$ cat src/source/switch_macros.svh
`ifndef SWITCH_MACROS_SVH
`define SWITCH_MACROS_SVH

// ====================
// switch geometry
// ====================
`define NUM_OUTPORTS 4
`define LUT_DEPTH    32
`define BUF_DEPTH    4

// head flit field positions
`define REQ_MSB  31
`define REQ_LSB  27
`define DEST_MSB 26
`define DEST_LSB 22

`endif

$ cat src/source/chiplet_types_pkg.sv
`include "switch_macros.svh"

package chiplet_types_pkg;

    // ====================
    // node ids
    // ====================
    localparam int NODE_ID_W = 5;

    // zero acts as a wildcard in route table fields
    typedef logic [NODE_ID_W-1:0] node_id_t;

    // ====================
    // head flit
    // ====================
    localparam int FLIT_W = 32;

    typedef logic [FLIT_W-1:0] flit_t;

    function automatic node_id_t flit_req(flit_t flit);
        return flit[`REQ_MSB:`REQ_LSB];
    endfunction

    function automatic node_id_t flit_dest(flit_t flit);
        return flit[`DEST_MSB:`DEST_LSB];
    endfunction

endpackage

$ cat src/source/switch_pkg.sv
`include "switch_macros.svh"

package switch_pkg;
    import chiplet_types_pkg::*;

    typedef logic [$clog2(`NUM_OUTPORTS)-1:0] port_sel_t;
    typedef logic [$clog2(`LUT_DEPTH)-1:0]    lut_index_t;
    typedef logic [$clog2(`BUF_DEPTH+1)-1:0]  credit_t;

    // ====================
    // route entry
    // ====================
    // requester in the top bits, then destination, port select at the bottom
    localparam int ENTRY_PORT_W   = $bits(port_sel_t);
    localparam int ENTRY_DEST_LSB = ENTRY_PORT_W;
    localparam int ENTRY_REQ_LSB  = ENTRY_DEST_LSB + $bits(node_id_t);
    localparam int ENTRY_W        = ENTRY_REQ_LSB + $bits(node_id_t);

    typedef logic [ENTRY_W-1:0] route_entry_t;

    function automatic node_id_t entry_req(route_entry_t entry);
        return entry[ENTRY_REQ_LSB +: $bits(node_id_t)];
    endfunction

    function automatic node_id_t entry_dest(route_entry_t entry);
        return entry[ENTRY_DEST_LSB +: $bits(node_id_t)];
    endfunction

    function automatic port_sel_t entry_port(route_entry_t entry);
        return entry[0 +: ENTRY_PORT_W];
    endfunction

endpackage

$ cat src/source/route_table.sv
`timescale 1ns/1ps

`include "switch_macros.svh"

module route_table
    import switch_pkg::*;
(
    input  logic                          clk,
    input  logic                          reset,
    input  logic                          wr,
    input  lut_index_t                    wr_index,
    input  logic                          wr_valid,
    input  route_entry_t                  wr_entry,
    output route_entry_t [`LUT_DEPTH-1:0] entries,
    output logic [`LUT_DEPTH-1:0]         entry_valid
);

    // ====================
    // route storage
    // ====================
    // entry fields are written on every strobe, even an invalidating one
    always_ff @(posedge clk) begin
        if (wr) begin
            entries[wr_index] <= wr_entry;
        end
    end

    // ====================
    // valid bits
    // ====================
    // a write with wr_valid low takes the entry out of the search
    always_ff @(posedge clk) begin
        if (reset) begin
            entry_valid <= '0;
        end else if (wr) begin
            entry_valid[wr_index] <= wr_valid;
        end
    end

endmodule

$ cat src/source/buffer_credit.sv
`timescale 1ns/1ps

`include "switch_macros.svh"

module buffer_credit
    import switch_pkg::*;
(
    input  logic                     clk,
    input  logic                     reset,
    input  logic [`NUM_OUTPORTS-1:0] credit_return,
    input  logic                     consume,
    input  port_sel_t                consume_sel,
    output logic [`NUM_OUTPORTS-1:0] buffer_available
);

    localparam credit_t FULL = credit_t'(`BUF_DEPTH);

    credit_t                  count [`NUM_OUTPORTS];
    logic [`NUM_OUTPORTS-1:0] take;

    // a consume only counts against a port that still holds credit
    always_comb begin
        for (int p = 0; p < `NUM_OUTPORTS; p++) begin
            take[p] = consume && (consume_sel == port_sel_t'(p)) && (count[p] != '0);
        end
    end

    // ====================
    // counters
    // ====================
    always_ff @(posedge clk) begin
        if (reset) begin
            for (int p = 0; p < `NUM_OUTPORTS; p++) begin
                count[p] <= FULL;
            end
        end else begin
            for (int p = 0; p < `NUM_OUTPORTS; p++) begin
                // return and take in one cycle cancel out
                if (credit_return[p] && !take[p]) begin
                    if (count[p] != FULL) begin
                        count[p] <= count[p] + 1'b1;
                    end
                end else if (take[p] && !credit_return[p]) begin
                    count[p] <= count[p] - 1'b1;
                end
            end
        end
    end

    // downstream has room while any credit is left
    always_comb begin
        for (int p = 0; p < `NUM_OUTPORTS; p++) begin
            buffer_available[p] = (count[p] != '0);
        end
    end

endmodule

$ cat src/source/route_compute.sv
`timescale 1ns/1ps

`include "switch_macros.svh"

module route_compute
    import chiplet_types_pkg::*, switch_pkg::*;
#(
    parameter node_id_t NODE = node_id_t'(1)
) (
    input  logic                          clk,
    input  logic                          reset,
    input  logic                          head_valid,
    input  flit_t                         head_flit,
    input  route_entry_t [`LUT_DEPTH-1:0] lut_entries,
    input  logic [`LUT_DEPTH-1:0]         lut_valid,
    input  logic [`NUM_OUTPORTS-1:0]      buffer_available,
    output logic                          route_valid,
    output port_sel_t                     out_sel
);

    node_id_t              req;
    node_id_t              dest;
    logic [`LUT_DEPTH-1:0] hit;
    logic                  strict_found;
    logic                  loose_found;
    port_sel_t             strict_sel;
    port_sel_t             loose_sel;
    port_sel_t             next_sel;

    assign req  = flit_req(head_flit);
    assign dest = flit_dest(head_flit);

    // ====================
    // entry match
    // ====================
    // zero in a table field matches anything, a zero destination in the flit too
    always_comb begin
        for (int i = 0; i < `LUT_DEPTH; i++) begin
            hit[i] = lut_valid[i]
                && (entry_req(lut_entries[i]) == '0 || entry_req(lut_entries[i]) == req)
                && (entry_dest(lut_entries[i]) == '0 || dest == '0
                    || entry_dest(lut_entries[i]) == dest);
        end
    end

    // ====================
    // priority scans
    // ====================
    // lowest index wins; strict also needs space on the entry's port
    always_comb begin
        strict_found = 1'b0;
        strict_sel   = '0;
        loose_found  = 1'b0;
        loose_sel    = '0;
        for (int i = 0; i < `LUT_DEPTH; i++) begin
            if (hit[i] && !loose_found) begin
                loose_found = 1'b1;
                loose_sel   = entry_port(lut_entries[i]);
            end
            if (hit[i] && !strict_found && buffer_available[entry_port(lut_entries[i])]) begin
                strict_found = 1'b1;
                strict_sel   = entry_port(lut_entries[i]);
            end
        end
    end

    // local delivery overrides the table
    always_comb begin
        if (dest == NODE) begin
            next_sel = '0;
        end else if (strict_found) begin
            next_sel = strict_sel;
        end else if (loose_found) begin
            next_sel = loose_sel;
        end else begin
            next_sel = '0;
        end
    end

    // result register, one lookup per cycle
    always_ff @(posedge clk) begin
        if (reset) begin
            route_valid <= 1'b0;
            out_sel     <= '0;
        end else begin
            route_valid <= head_valid;
            if (head_valid) begin
                out_sel <= next_sel;
            end
        end
    end

endmodule

$ cat src/source/switch_route_top.sv
`timescale 1ns/1ps

`include "switch_macros.svh"

module switch_route_top
    import chiplet_types_pkg::*, switch_pkg::*;
#(
    parameter node_id_t NODE = node_id_t'(1)
) (
    input  logic                     clk,
    input  logic                     reset,

    // head flit
    input  logic                     head_valid,
    input  flit_t                    head_flit,

    // table programming
    input  logic                     lut_wr,
    input  lut_index_t               lut_wr_index,
    input  logic                     lut_wr_valid,
    input  route_entry_t             lut_wr_entry,

    // credits from downstream buffers
    input  logic [`NUM_OUTPORTS-1:0] credit_return,

    // routing result
    output logic                     route_valid,
    output port_sel_t                out_sel,

    output logic [`NUM_OUTPORTS-1:0] buffer_available
);

    route_entry_t [`LUT_DEPTH-1:0] lut_entries;
    logic [`LUT_DEPTH-1:0]         lut_valid;

    route_table u_table (
        .clk         (clk),
        .reset       (reset),
        .wr          (lut_wr),
        .wr_index    (lut_wr_index),
        .wr_valid    (lut_wr_valid),
        .wr_entry    (lut_wr_entry),
        .entries     (lut_entries),
        .entry_valid (lut_valid)
    );

    // each issued route takes one credit from its port
    buffer_credit u_credit (
        .clk              (clk),
        .reset            (reset),
        .credit_return    (credit_return),
        .consume          (route_valid),
        .consume_sel      (out_sel),
        .buffer_available (buffer_available)
    );

    route_compute #(
        .NODE (NODE)
    ) u_compute (
        .clk              (clk),
        .reset            (reset),
        .head_valid       (head_valid),
        .head_flit        (head_flit),
        .lut_entries      (lut_entries),
        .lut_valid        (lut_valid),
        .buffer_available (buffer_available),
        .route_valid      (route_valid),
        .out_sel          (out_sel)
    );

endmodule

$ cat config.mk
export PLATFORM = sky130hd
export DESIGN_NAME = switch_route_top
export DESIGN_NICKNAME = d
export VERILOG_FILES = /design/src/source/chiplet_types_pkg.sv /design/src/source/switch_pkg.sv /design/src/source/route_table.sv /design/src/source/buffer_credit.sv /design/src/source/route_compute.sv /design/src/source/switch_route_top.sv
export VERILOG_INCLUDE_DIRS = /design/src /design/src/source
export SDC_FILE = /design/constraint.sdc
export NUM_CORES = 1
export LEC_CHECK = 0
export BUFFER_PORTS_ARGS = -buffer_cell sky130_fd_sc_hd__buf_2
export CORE_MARGIN = 2
export CORE_UTILIZATION = 50
export CTS_BUF_LIST = sky130_fd_sc_hd__clkbuf_2
export DETAILED_ROUTE_END_ITERATION = 16
export GPL_ROUTABILITY_DRIVEN = 0
export GPL_TIMING_DRIVEN = 0
export PLACE_DENSITY_LB_ADDON = 0.1
export SLEW_MARGIN = 30
export SYNTH_ARGS = -nofsm -noshare
export SYNTH_HDL_FRONTEND = slang
export SYNTH_HIERARCHICAL = 1
export SYNTH_SLANG_ARGS = --single-unit
$ cat constraint.sdc
create_clock -name clk -period 3.3 [get_ports clk]
set_input_delay 0.33 -clock clk [delete_from_list [all_inputs] [get_ports clk]]
set_output_delay 0.33 -clock clk [all_outputs]
set_load 0.005 [all_outputs]
==> run summary, run 1 <==
DRT
-------------------------------------------------------------------------------------
Detailed-route wire length per cell ....................................      23.7 µm
Via/cell ratio .........................................................         5.98
Initial DRC Count ......................................................        1,563
First-pass DRT Iterations ..............................................            5
Routed Antenna Nets ....................................................            0
Vias post-DR ...........................................................       16,300
DRC errors left ........................................................            0
DRT Wirelength .........................................................    64,700 µm

GLOBAL ROUTING
-------------------------------------------------------------------------------------
GRT Overall Usage ......................................................        27.7%
GRT Residual Overflow ..................................................            0
Largest net degree at the start of global routing ......................           33
Global-route wire length before repair .................................    96,300 µm
Via count of the first global-routing pass .............................       16,000
Number of antenna violations at the first check in global routing ......            2

FLOORPLANNING
-------------------------------------------------------------------------------------
Core Region ............................................................   44,400 µm²
I/O pin total ..........................................................           65
Die span in x ..........................................................       217 µm
Height of the die ......................................................       217 µm
Initial Utilization ....................................................        50.9%
Standard-cell rows .....................................................           77
Die Outline Area .......................................................   46,900 µm²

LOGIC SYNTHESIS
-------------------------------------------------------------------------------------
Syn_area_per_cell ......................................................     12.4 µm²
Multiplexer share of the synthesized area ..............................        5.23%
Share of synthesized flip-flops with an asynchronous set or reset ......           0%
Complex-gate fraction of the synthesized area ..........................        9.22%
Number of warnings printed during yosys synthesis ......................            6
Total standard cell area after synthesis ...............................   22,600 µm²
Leading cell types by count after synthesis ............................ 396 x sky130_fd_sc_hd__edfxtp_1, 172 x sky130_fd_sc_hd__xor2_1, 146 x sky130_fd_sc_hd__xnor2_1, 85 x sky130_fd_sc_hd__nor2_1, 80 x sky130_fd_sc_hd__nand2_1
Count of state elements after synthesis ................................          431
Count of distinct cell types in the synthesized netlist ................           94
Synthesized Nets .......................................................        1,890
Prevailing post-synth register cell .................................... sky130_fd_sc_hd__edfxtp_1
Post-synthesis share of cell area spent on and, or, nand and nor gates .        14.0%
Library cell with the largest summed area after synthesis .............. sky130_fd_sc_hd__edfxtp_1
Adder-cell share of the synthesized area ...............................       0.432%
Combinational family with the most area after synthesis ................ simple AND/OR/NAND/NOR gates
Register area share after synthesis ....................................        55.7%
Cell types occupying the most area after synthesis ..................... sky130_fd_sc_hd__edfxtp_1 53%, sky130_fd_sc_hd__xor2_1 6.7%, sky130_fd_sc_hd__xnor2_1 5.7%, sky130_fd_sc_hd__dfxtp_1 3.1%, sky130_fd_sc_hd__mux4_2 2.5%
XOR/XNOR share of the synthesized area .................................        12.3%
Synthesized netlist cell count .........................................        1,826
Number of flops mapped to enable cells by yosys ........................          396
Proportion of netlist area held by the largest area contributor ........        52.6%
Cell with the most instances after synthesis ........................... sky130_fd_sc_hd__edfxtp_1

WORST SETUP PATH
-------------------------------------------------------------------------------------
Required time of the worst setup path ..................................      4.28 ns
Path length in cells of the critical path ..............................           13
Cell type of the slowest stage on the worst timing path ................ sky130_fd_sc_hd__mux4_2
Critical path, cell by cell ............................................ or3_4 -> clkbuf_8 -> clkbuf_4 -> clkbuf_8 -> mux4_2 -> and3_2 -> nor4_2 -> a21oi_1 -> a211oi_2 -> nor4_2 -> o21ai_1 -> a31oi_2 -> a2111oi_2
Register-to-Register Path Depth ........................................           13
Reg-to-Reg Start ....................................................... u_credit/count[1][0]$_SDFFCE_PN0P_
Critical path endpoint category ........................................         flop
Maximum fanout count along the critical path ...........................           10
Worst setup path startpoint ............................................ u_credit/count[1][0]$_SDFFCE_PN0P_
Total buffers and inverters traversed by the critical path .............            3
Startpoint type of the worst setup path ................................         flop
Slowest stage delay, CP ................................................      0.48 ns
Critical Setup Path Class ..............................................      reg2reg
Arrival time of data at the critical path endpoint .....................      4.66 ns
Kind of cell with the highest combined delay on the critical path ...... compound AO/OA/AOI/OAI gates

PWR
-------------------------------------------------------------------------------------
Share of total power consumed by net switching .........................        26.3%
Share of total power in combinational logic ............................         8.2%
Internal power .........................................................      7980 µW
Net load switching power ...............................................      2850 µW
Power density relative to cell area ....................................   421 nW/µm²
Max IR drop VDD ........................................................     0.318 mV
Cell leakage power .....................................................   0.00925 µW
Part of the total power dissipated in the clock network ................        35.7%
Share of power burned in registers .....................................        56.1%

STA
-------------------------------------------------------------------------------------
Least setup slack across all paths after layout ........................    -0.372 ns
Total Negative Setup Slacks ............................................    -0.742 ns
Top achievable clock speed .............................................    0.272 GHz
Headroom to the max-slew limit .........................................        35.7%
Slew at the pin closest to its max-slew limit ..........................     0.964 ns
Setup repair after global routing missed its margin ....................         true
Fin Clk Skew ...........................................................     0.118 ns
Final hold violation count .............................................            0
Final number of setup-violating endpoints ..............................            2
Final critical path time including I/O delays and setup ................      3.67 ns
Max Slew Vio Count .....................................................            0
Post-route clock period utilization ....................................         111%

FINISH
-------------------------------------------------------------------------------------
Post-route cell area ...................................................   25,700 µm²
# nets final ...........................................................        2,109
Proportion of layout cells with a drive suffix above 1 .................        22.1%
Utilization after layout ...............................................        57.9%
Count of placed standard cells in the final layout, fillers left out ...        2,734
Relative area change from synthesis to final layout ....................        13.7%

PLACE
-------------------------------------------------------------------------------------
Pre-CTS WS .............................................................     -1.23 ns
Dpl hpwl ...............................................................    44,000 µm
Area after detailed placement ..........................................   23,600 µm²
Placed instance count ..................................................        2,452
Quantity of I/O buffers inserted on ports ..............................           30

WORST HOLD PATH
-------------------------------------------------------------------------------------
Hold path depth ........................................................            4
Hold path startpoint ................................................... credit_return[1]
Kind of path behind the tightest hold check ............................       in2reg

CLOCK TREE
-------------------------------------------------------------------------------------
Latest clock arrival within the worst-skew pair ........................      1.21 ns
Clock Tree Root ........................................................ sky130_fd_sc_hd__clkbuf_2
Clock tree from TritonCTS ..............................................        built
Maximum clock insertion buffer count ...................................            3
Clock-pin transition on the worst setup and hold timing paths ..........      0.10 ns
TritonCTS sink count ...................................................          431
Level count of the clock H-tree ........................................            3
Total clock buffers created by CTS .....................................          110

OUTCOME
-------------------------------------------------------------------------------------
Status ................................................................. finished, violations left
Violated checks ........................................................ setup timing

FLOW RUN
-------------------------------------------------------------------------------------
Max capacitance violation total ........................................            0

-- final timing paths --
kind,endpoint,slack [ns]
max reg2reg,u_compute/out_sel[0]$_SDFFE_PP0P_,-0.37
min,u_credit/count[1][0]$_SDFFCE_PN0P_,0.18
min reg2reg,u_table/entry_valid[18]$_SDFFE_PP0P_,0.49
max,u_compute/out_sel[0]$_SDFFE_PP0P_,-0.37
-- cell usage in the layout, fill, tap and decap left out, types with 12 or more instances in the layout --
cell type,instances
sky130_fd_sc_hd__edfxtp_1,396
sky130_fd_sc_hd__xor2_1,172
sky130_fd_sc_hd__clkbuf_2,171
sky130_fd_sc_hd__xnor2_1,146
sky130_fd_sc_hd__nand2_1,80
sky130_fd_sc_hd__nor2_1,71
sky130_fd_sc_hd__buf_4,65
sky130_fd_sc_hd__or4_1,65
sky130_fd_sc_hd__nor3_1,64
sky130_fd_sc_hd__inv_1,53
sky130_fd_sc_hd__nand3_1,53
sky130_fd_sc_hd__buf_2,50
sky130_fd_sc_hd__mux2i_1,45
sky130_fd_sc_hd__o22ai_1,44
sky130_fd_sc_hd__a21oi_1,41
sky130_fd_sc_hd__o21ai_0,41
sky130_fd_sc_hd__dlygate4sd3_1,38
sky130_fd_sc_hd__nand2b_1,36
sky130_fd_sc_hd__dfxtp_1,35
sky130_fd_sc_hd__a31oi_1,29
sky130_fd_sc_hd__mux4_2,25
sky130_fd_sc_hd__clkinv_1,23
sky130_fd_sc_hd__nand4_1,22
sky130_fd_sc_hd__a31o_2,18
sky130_fd_sc_hd__clkbuf_1,18
sky130_fd_sc_hd__o211ai_1,16
sky130_fd_sc_hd__nor2_2,15
sky130_fd_sc_hd__and3_1,15
sky130_fd_sc_hd__mux2_2,15
sky130_fd_sc_hd__nor2b_1,15
sky130_fd_sc_hd__a211oi_1,12
-- cells by family after synthesis --
kind of cell	count (synthesis)
buf+inv	142
xor+xnor	318
flops	431
simple gates	545
mux	85
fa+ha+maj	6
compound gates	299
-- layout make-up --
class	count	area (µm²)
diodes	5	12.5
plain buffers	85	576
clock buffers	166	831
clock inverters	38	264
fillers	3718	18700
inverters	56	215
multi-input cells	1253	9620
flip-flops and latches	431	12600
well taps	592	741
repair buffers	108	860
-- state kept, by name (all words and copies together) (netlist names) --
signal	cells
u_compute/out_sel	2
u_table/entry_valid	32
u_credit/count	12
u_table/entries	384
u_compute/route_valid	1
-- metrics by stage --
| step | hold slack, ns | power (µW) |
|---|---|---|
| 5_1_grt | 0.0736 | 11300 |
| 3_5_place_dp | 0.472 | 7020 |
| 3_3_place_gp | 0.465 | 7000 |
| 6_report | 0.180 | 10800 |
| 4_1_cts | 0.0934 | 10900 |
| 2_1_floorplan | 0.399 | 6710 |
-- layer usage --
metal / vias up / part of all wire [%] / GRT usage, %
met3: 117 / 8.1 / 5.46
li1: 7447 / - / -
met5: - / 0 / 0
met4: 0 / 2.3 / 8.38
met2: 606 / 47 / 44.2
met1: 8173 / 43 / 38.3
-- power groups by stage --
stage / Sequential, µW / Combinational, µW / Clock (µW)
2_1_floorplan: 6200 / 514 / 0
4_1_cts: 6080 / 872 / 3980
6_report: 6080 / 885 / 3870
3_5_place_dp: 6210 / 808 / 0
5_1_grt: 6090 / 952 / 4250
3_3_place_gp: 6210 / 790 / 0
-- tightest hold or removal path: cells and delay by family --
kind / cells / cell delay, ns
AO/OA/AOI/OAI: 1 / 0.06
AND/OR/NAND/NOR: 1 / 0.07
buffers and inverters: 2 / 0.68
-- timing repair --
action / CTS / global route
endpoints found under the setup margin: 2 / 2
hold endpoints to repair: 526 / 0
gates cloned: 1 / 0
pin swaps: 16 / 19
setup buffers: 24 / 11
gates resized for setup: 44 / 24
hold buffers: 38 / 0
Power figures use the tool's default switching activity.
==> run 2: changes to the inputs <==
- CORE_UTILIZATION: 50 -> 59
==> run 2 against run 1 <==
  * Routed wire length fell by 2.3%
  * Highest routed layer unchanged
  * Clock skew is 0.033 ns lower
  * Sequential share of layout area is 0.53 points higher
  * The run still ends with setup timing left
  * Sequential power is essentially flat
==> run summary, run 2 (same netlist as run 1, synthesis figures left out) <==
PWR
-----------------------------------------------------------------------------------
Part of the total power dissipated in the clock network ..............        33.7%   -2.0 points
Max IR drop VDD ......................................................     0.298 mV   -6.3%
Share of total power in combinational logic ..........................         8.6%   +0.4 points
Internal power .......................................................      7760 µW   -2.8%
Cell leakage power ...................................................   0.00915 µW   -1.1%
Net load switching power .............................................      2770 µW   -3.0%
Power density relative to cell area ..................................   414 nW/µm²   -1.8%
Share of total power consumed by net switching .......................        26.3%   -0.039 points
Share of power burned in registers ...................................        57.7%   +1.6 points

FINISH
-----------------------------------------------------------------------------------
Count of placed standard cells in the final layout, fillers left out .        2,634   -3.7%
Largest register FFs .................................................          384   unchanged
Relative area change from synthesis to final layout ..................        12.5%
Most common library cell in the layout ignoring fill and taps ........ sky130_fd_sc_hd__edfxtp_1
# nets final .........................................................        2,103   -0.28%
Register bank with the most flops .................................... u_table/entries
Commonest cells after routing, fill and taps aside ................... 396 x sky130_fd_sc_hd__edfxtp_1, 172 x sky130_fd_sc_hd__xor2_1, 149 x sky130_fd_sc_hd__clkbuf_2, 146 x sky130_fd_sc_hd__xnor2_1, 80 x sky130_fd_sc_hd__nand2_1
Proportion of layout cells with a drive suffix above 1 ...............        21.4%   -0.69 points
Registers with the highest flip-flop counts .......................... u_table/entries (384), u_table/entry_valid (32), u_credit/count (12)
Post-route cell area .................................................   25,400 µm²   -1.1%

STA
-----------------------------------------------------------------------------------
Final critical path time including I/O delays and setup ..............      3.66 ns   -0.0141 ns
Slew at the pin closest to its max-slew limit ........................     0.997 ns   +0.0323 ns
Headroom to the max-slew limit .......................................        33.5%   -2.2 points
Top achievable clock speed ...........................................    0.273 GHz   +0.39%
Setup repair after global routing missed its margin ..................         true
Final hold violation count ...........................................            0   unchanged
Post-route clock period utilization ..................................         111%   -0.43 points
Least setup slack across all paths after layout ......................    -0.358 ns   +0.0141 ns
Max Slew Vio Count ...................................................            0   unchanged
Fin Clk Skew .........................................................    0.0852 ns   -0.0327 ns
Final number of setup-violating endpoints ............................            2   unchanged

GLOBAL ROUTING
-----------------------------------------------------------------------------------
Number of antenna violations at the first check in global routing ....            1   -1
Largest net degree at the start of global routing ....................           33   unchanged
Global-route wire length before repair ...............................    93,000 µm   -3.4%
GRT Residual Overflow ................................................            0   unchanged
GRT Overall Usage ....................................................        31.9%   +4.2 points
Via count of the first global-routing pass ...........................       16,200   +1.2%

WORST HOLD PATH
-----------------------------------------------------------------------------------
Hold path depth ......................................................            4   unchanged
Hold path startpoint ................................................. credit_return[1]
Hold worst-path end .................................................. u_credit/count[1][0]$_SDFFCE_PN0P_
Kind of path behind the tightest hold check ..........................       in2reg

FLOW RUN
-----------------------------------------------------------------------------------
Max capacitance violation total ......................................            0   unchanged

DRT
-----------------------------------------------------------------------------------
Routed Antenna Nets ..................................................            0   unchanged
Via/cell ratio .......................................................         6.31   +5.5%
DRC errors left ......................................................            0   unchanged
First-pass DRT Iterations ............................................            6   +1
Initial DRC Count ....................................................        1,633   +4.5%
Vias post-DR .........................................................       16,600   +1.7%
DRT Wirelength .......................................................    63,200 µm   -2.3%
Detailed-route wire length per cell ..................................      24.0 µm   +1.5%

FLOORPLANNING
-----------------------------------------------------------------------------------
Standard-cell rows ...................................................           71   -7.8%
Core Region ..........................................................   37,700 µm²   -15%
Die Outline Area .....................................................   39,900 µm²   -15%
Initial Utilization ..................................................        60.0%   +9.1 points
Height of the die ....................................................       200 µm   -7.8%
I/O pin total ........................................................           65   unchanged
Die span in x ........................................................       200 µm   -7.8%

WORST SETUP PATH
-----------------------------------------------------------------------------------
Critical path endpoint category ......................................         flop
R2r endpoint ......................................................... u_compute/out_sel[1]$_SDFFE_PP0P_
Worst setup slack for register-to-register paths .....................     -0.36 ns   about the same
Maximum fanout count along the critical path .........................           10   unchanged
Arrival time of data at the critical path endpoint ...................      4.53 ns   -0.13 ns
Startpoint type of the worst setup path ..............................         flop
Register-to-Register Path Depth ......................................           13   unchanged
Required time of the worst setup path ................................      4.17 ns   -0.11 ns
Reg-to-Reg Start ..................................................... u_credit/count[3][0]$_DFFE_PP_
Critical Setup Path Class ............................................      reg2reg

CLOCK TREE
-----------------------------------------------------------------------------------
Level count of the clock H-tree ......................................            3   unchanged
Latest clock arrival within the worst-skew pair ......................      1.05 ns   -0.16 ns
Maximum clock insertion buffer count .................................            3   unchanged
Clock-pin transition on the worst setup and hold timing paths ........      0.11 ns   about the same
Clock Tree Root ...................................................... sky130_fd_sc_hd__clkbuf_2
Clock tree from TritonCTS ............................................        built
Total clock buffers created by CTS ...................................          106   -3.6%
TritonCTS sink count .................................................          431   unchanged

PLACE
-----------------------------------------------------------------------------------
Area after detailed placement ........................................   23,500 µm²   -0.54%
Dpl hpwl .............................................................    42,600 µm   -3.1%
Placed instance count ................................................        2,369   -3.4%
Quantity of I/O buffers inserted on ports ............................           30   unchanged

OUTCOME
-----------------------------------------------------------------------------------
Violated checks ...................................................... setup timing
Status ............................................................... finished, violations left

run 2: cell types whose count changed in the layout (fill, tap and decap cells not counted), moves of 3 or more:
cell	previous run	this run
sky130_fd_sc_hd__clkbuf_2	171	149
sky130_fd_sc_hd__diode_2	5	1
sky130_fd_sc_hd__clkinv_1	23	26
sky130_fd_sc_hd__buf_4	65	70
sky130_fd_sc_hd__clkinv_2	7	13
sky130_fd_sc_hd__dlygate4sd3_1	38	34
run 2: worst max-delay path by stage:
stage                                                  start                                 to  slack [ns]  depth (start not counted)
after floorplan               u_credit/count[3][0]$_DFFE_PP_  u_compute/out_sel[1]$_SDFFE_PP0P_       -0.04                         14
after global placement                         head_flit[26]  u_compute/out_sel[0]$_SDFFE_PP0P_       -1.09                         14
after detailed placement                       head_flit[26]  u_compute/out_sel[0]$_SDFFE_PP0P_       -1.13                         14
after CTS                 u_credit/count[2][2]$_SDFFCE_PN1P_  u_compute/out_sel[0]$_SDFFE_PP0P_       -0.35                         11
after global routing          u_credit/count[3][1]$_DFFE_PP_  u_compute/out_sel[0]$_SDFFE_PP0P_       -0.49                         16
final                         u_credit/count[3][0]$_DFFE_PP_  u_compute/out_sel[1]$_SDFFE_PP0P_       -0.36                         13
run 2: layer usage:
layer / GRT usage (%) / part of all wire (%) / vias to the layer above
met5: 0 / 0 / -
met4: 11.4 / 2.8 / 0
met3: 7.26 / 10 / 135
met2: 51.6 / 47 / 835
met1: 42.5 / 40 / 8226
li1: - / - / 7417
run 2: power by group through the flow:
stage	registers (µW)	logic [µW]	clock network [µW]
5_1_grt	6090	963	3920
4_1_cts	6080	879	3640
3_3_place_gp	6210	777	0
3_5_place_dp	6210	800	0
2_1_floorplan	6200	514	0
6_report	6080	904	3550
run 2: worst max-delay path: stages (launching register included):
cell	delay [ns]
sky130_fd_sc_hd__edfxtp_1	0.43
sky130_fd_sc_hd__inv_2	0.10
sky130_fd_sc_hd__ha_4	0.13
sky130_fd_sc_hd__nor2b_4	0.17
sky130_fd_sc_hd__inv_4	0.08
sky130_fd_sc_hd__clkbuf_16	0.17
sky130_fd_sc_hd__mux4_2	0.49
sky130_fd_sc_hd__nor3b_4	0.17
sky130_fd_sc_hd__or3b_4	0.39
sky130_fd_sc_hd__nand4bb_4	0.31
sky130_fd_sc_hd__a221o_1	0.33
sky130_fd_sc_hd__a22oi_1	0.37
sky130_fd_sc_hd__o211ai_1	0.16
sky130_fd_sc_hd__and4bb_2	0.23
run 2: metrics by stage:
step | worst slack (ns) | hold WS (ns) | utilization [%] | TNS (ns) | total power [µW]
after floorplan | -0.0368 | 0.399 | - | -0.0368 | 6710
after global placement | -1.09 | 0.463 | 62.3 | -1.80 | 6980
after detailed placement | -1.13 | 0.469 | 62.4 | -1.89 | 7010
after CTS | -0.354 | 0.211 | 67.0 | -0.691 | 10600
after global routing | -0.489 | 0.263 | 67.5 | -0.895 | 11000
final | -0.358 | 0.322 | 67.5 | -0.701 | 10500
run 2: what timing repair did:
item,CTS,global route
hold buffers,34,0
resized for setup,40,23
setup buffers,28,11
pin swaps,15,16
hold endpoints to repair,454,0
cloned,1,0
setup endpoints to repair,2,2
run 2: final cells by class:
cell class / instances / area [µm²]
Inverter: 56 / 213
Clock inverter: 47 / 272
Clock buffer: 144 / 721
Sequential cell: 431 / 12600
Tap cell: 511 / 639
Timing Repair Buffer: 106 / 823
Buffer: 85 / 581
Multi-Input combinational cell: 1253 / 9590
Fill cell: 2894 / 12200
Antenna cell: 1 / 2.50
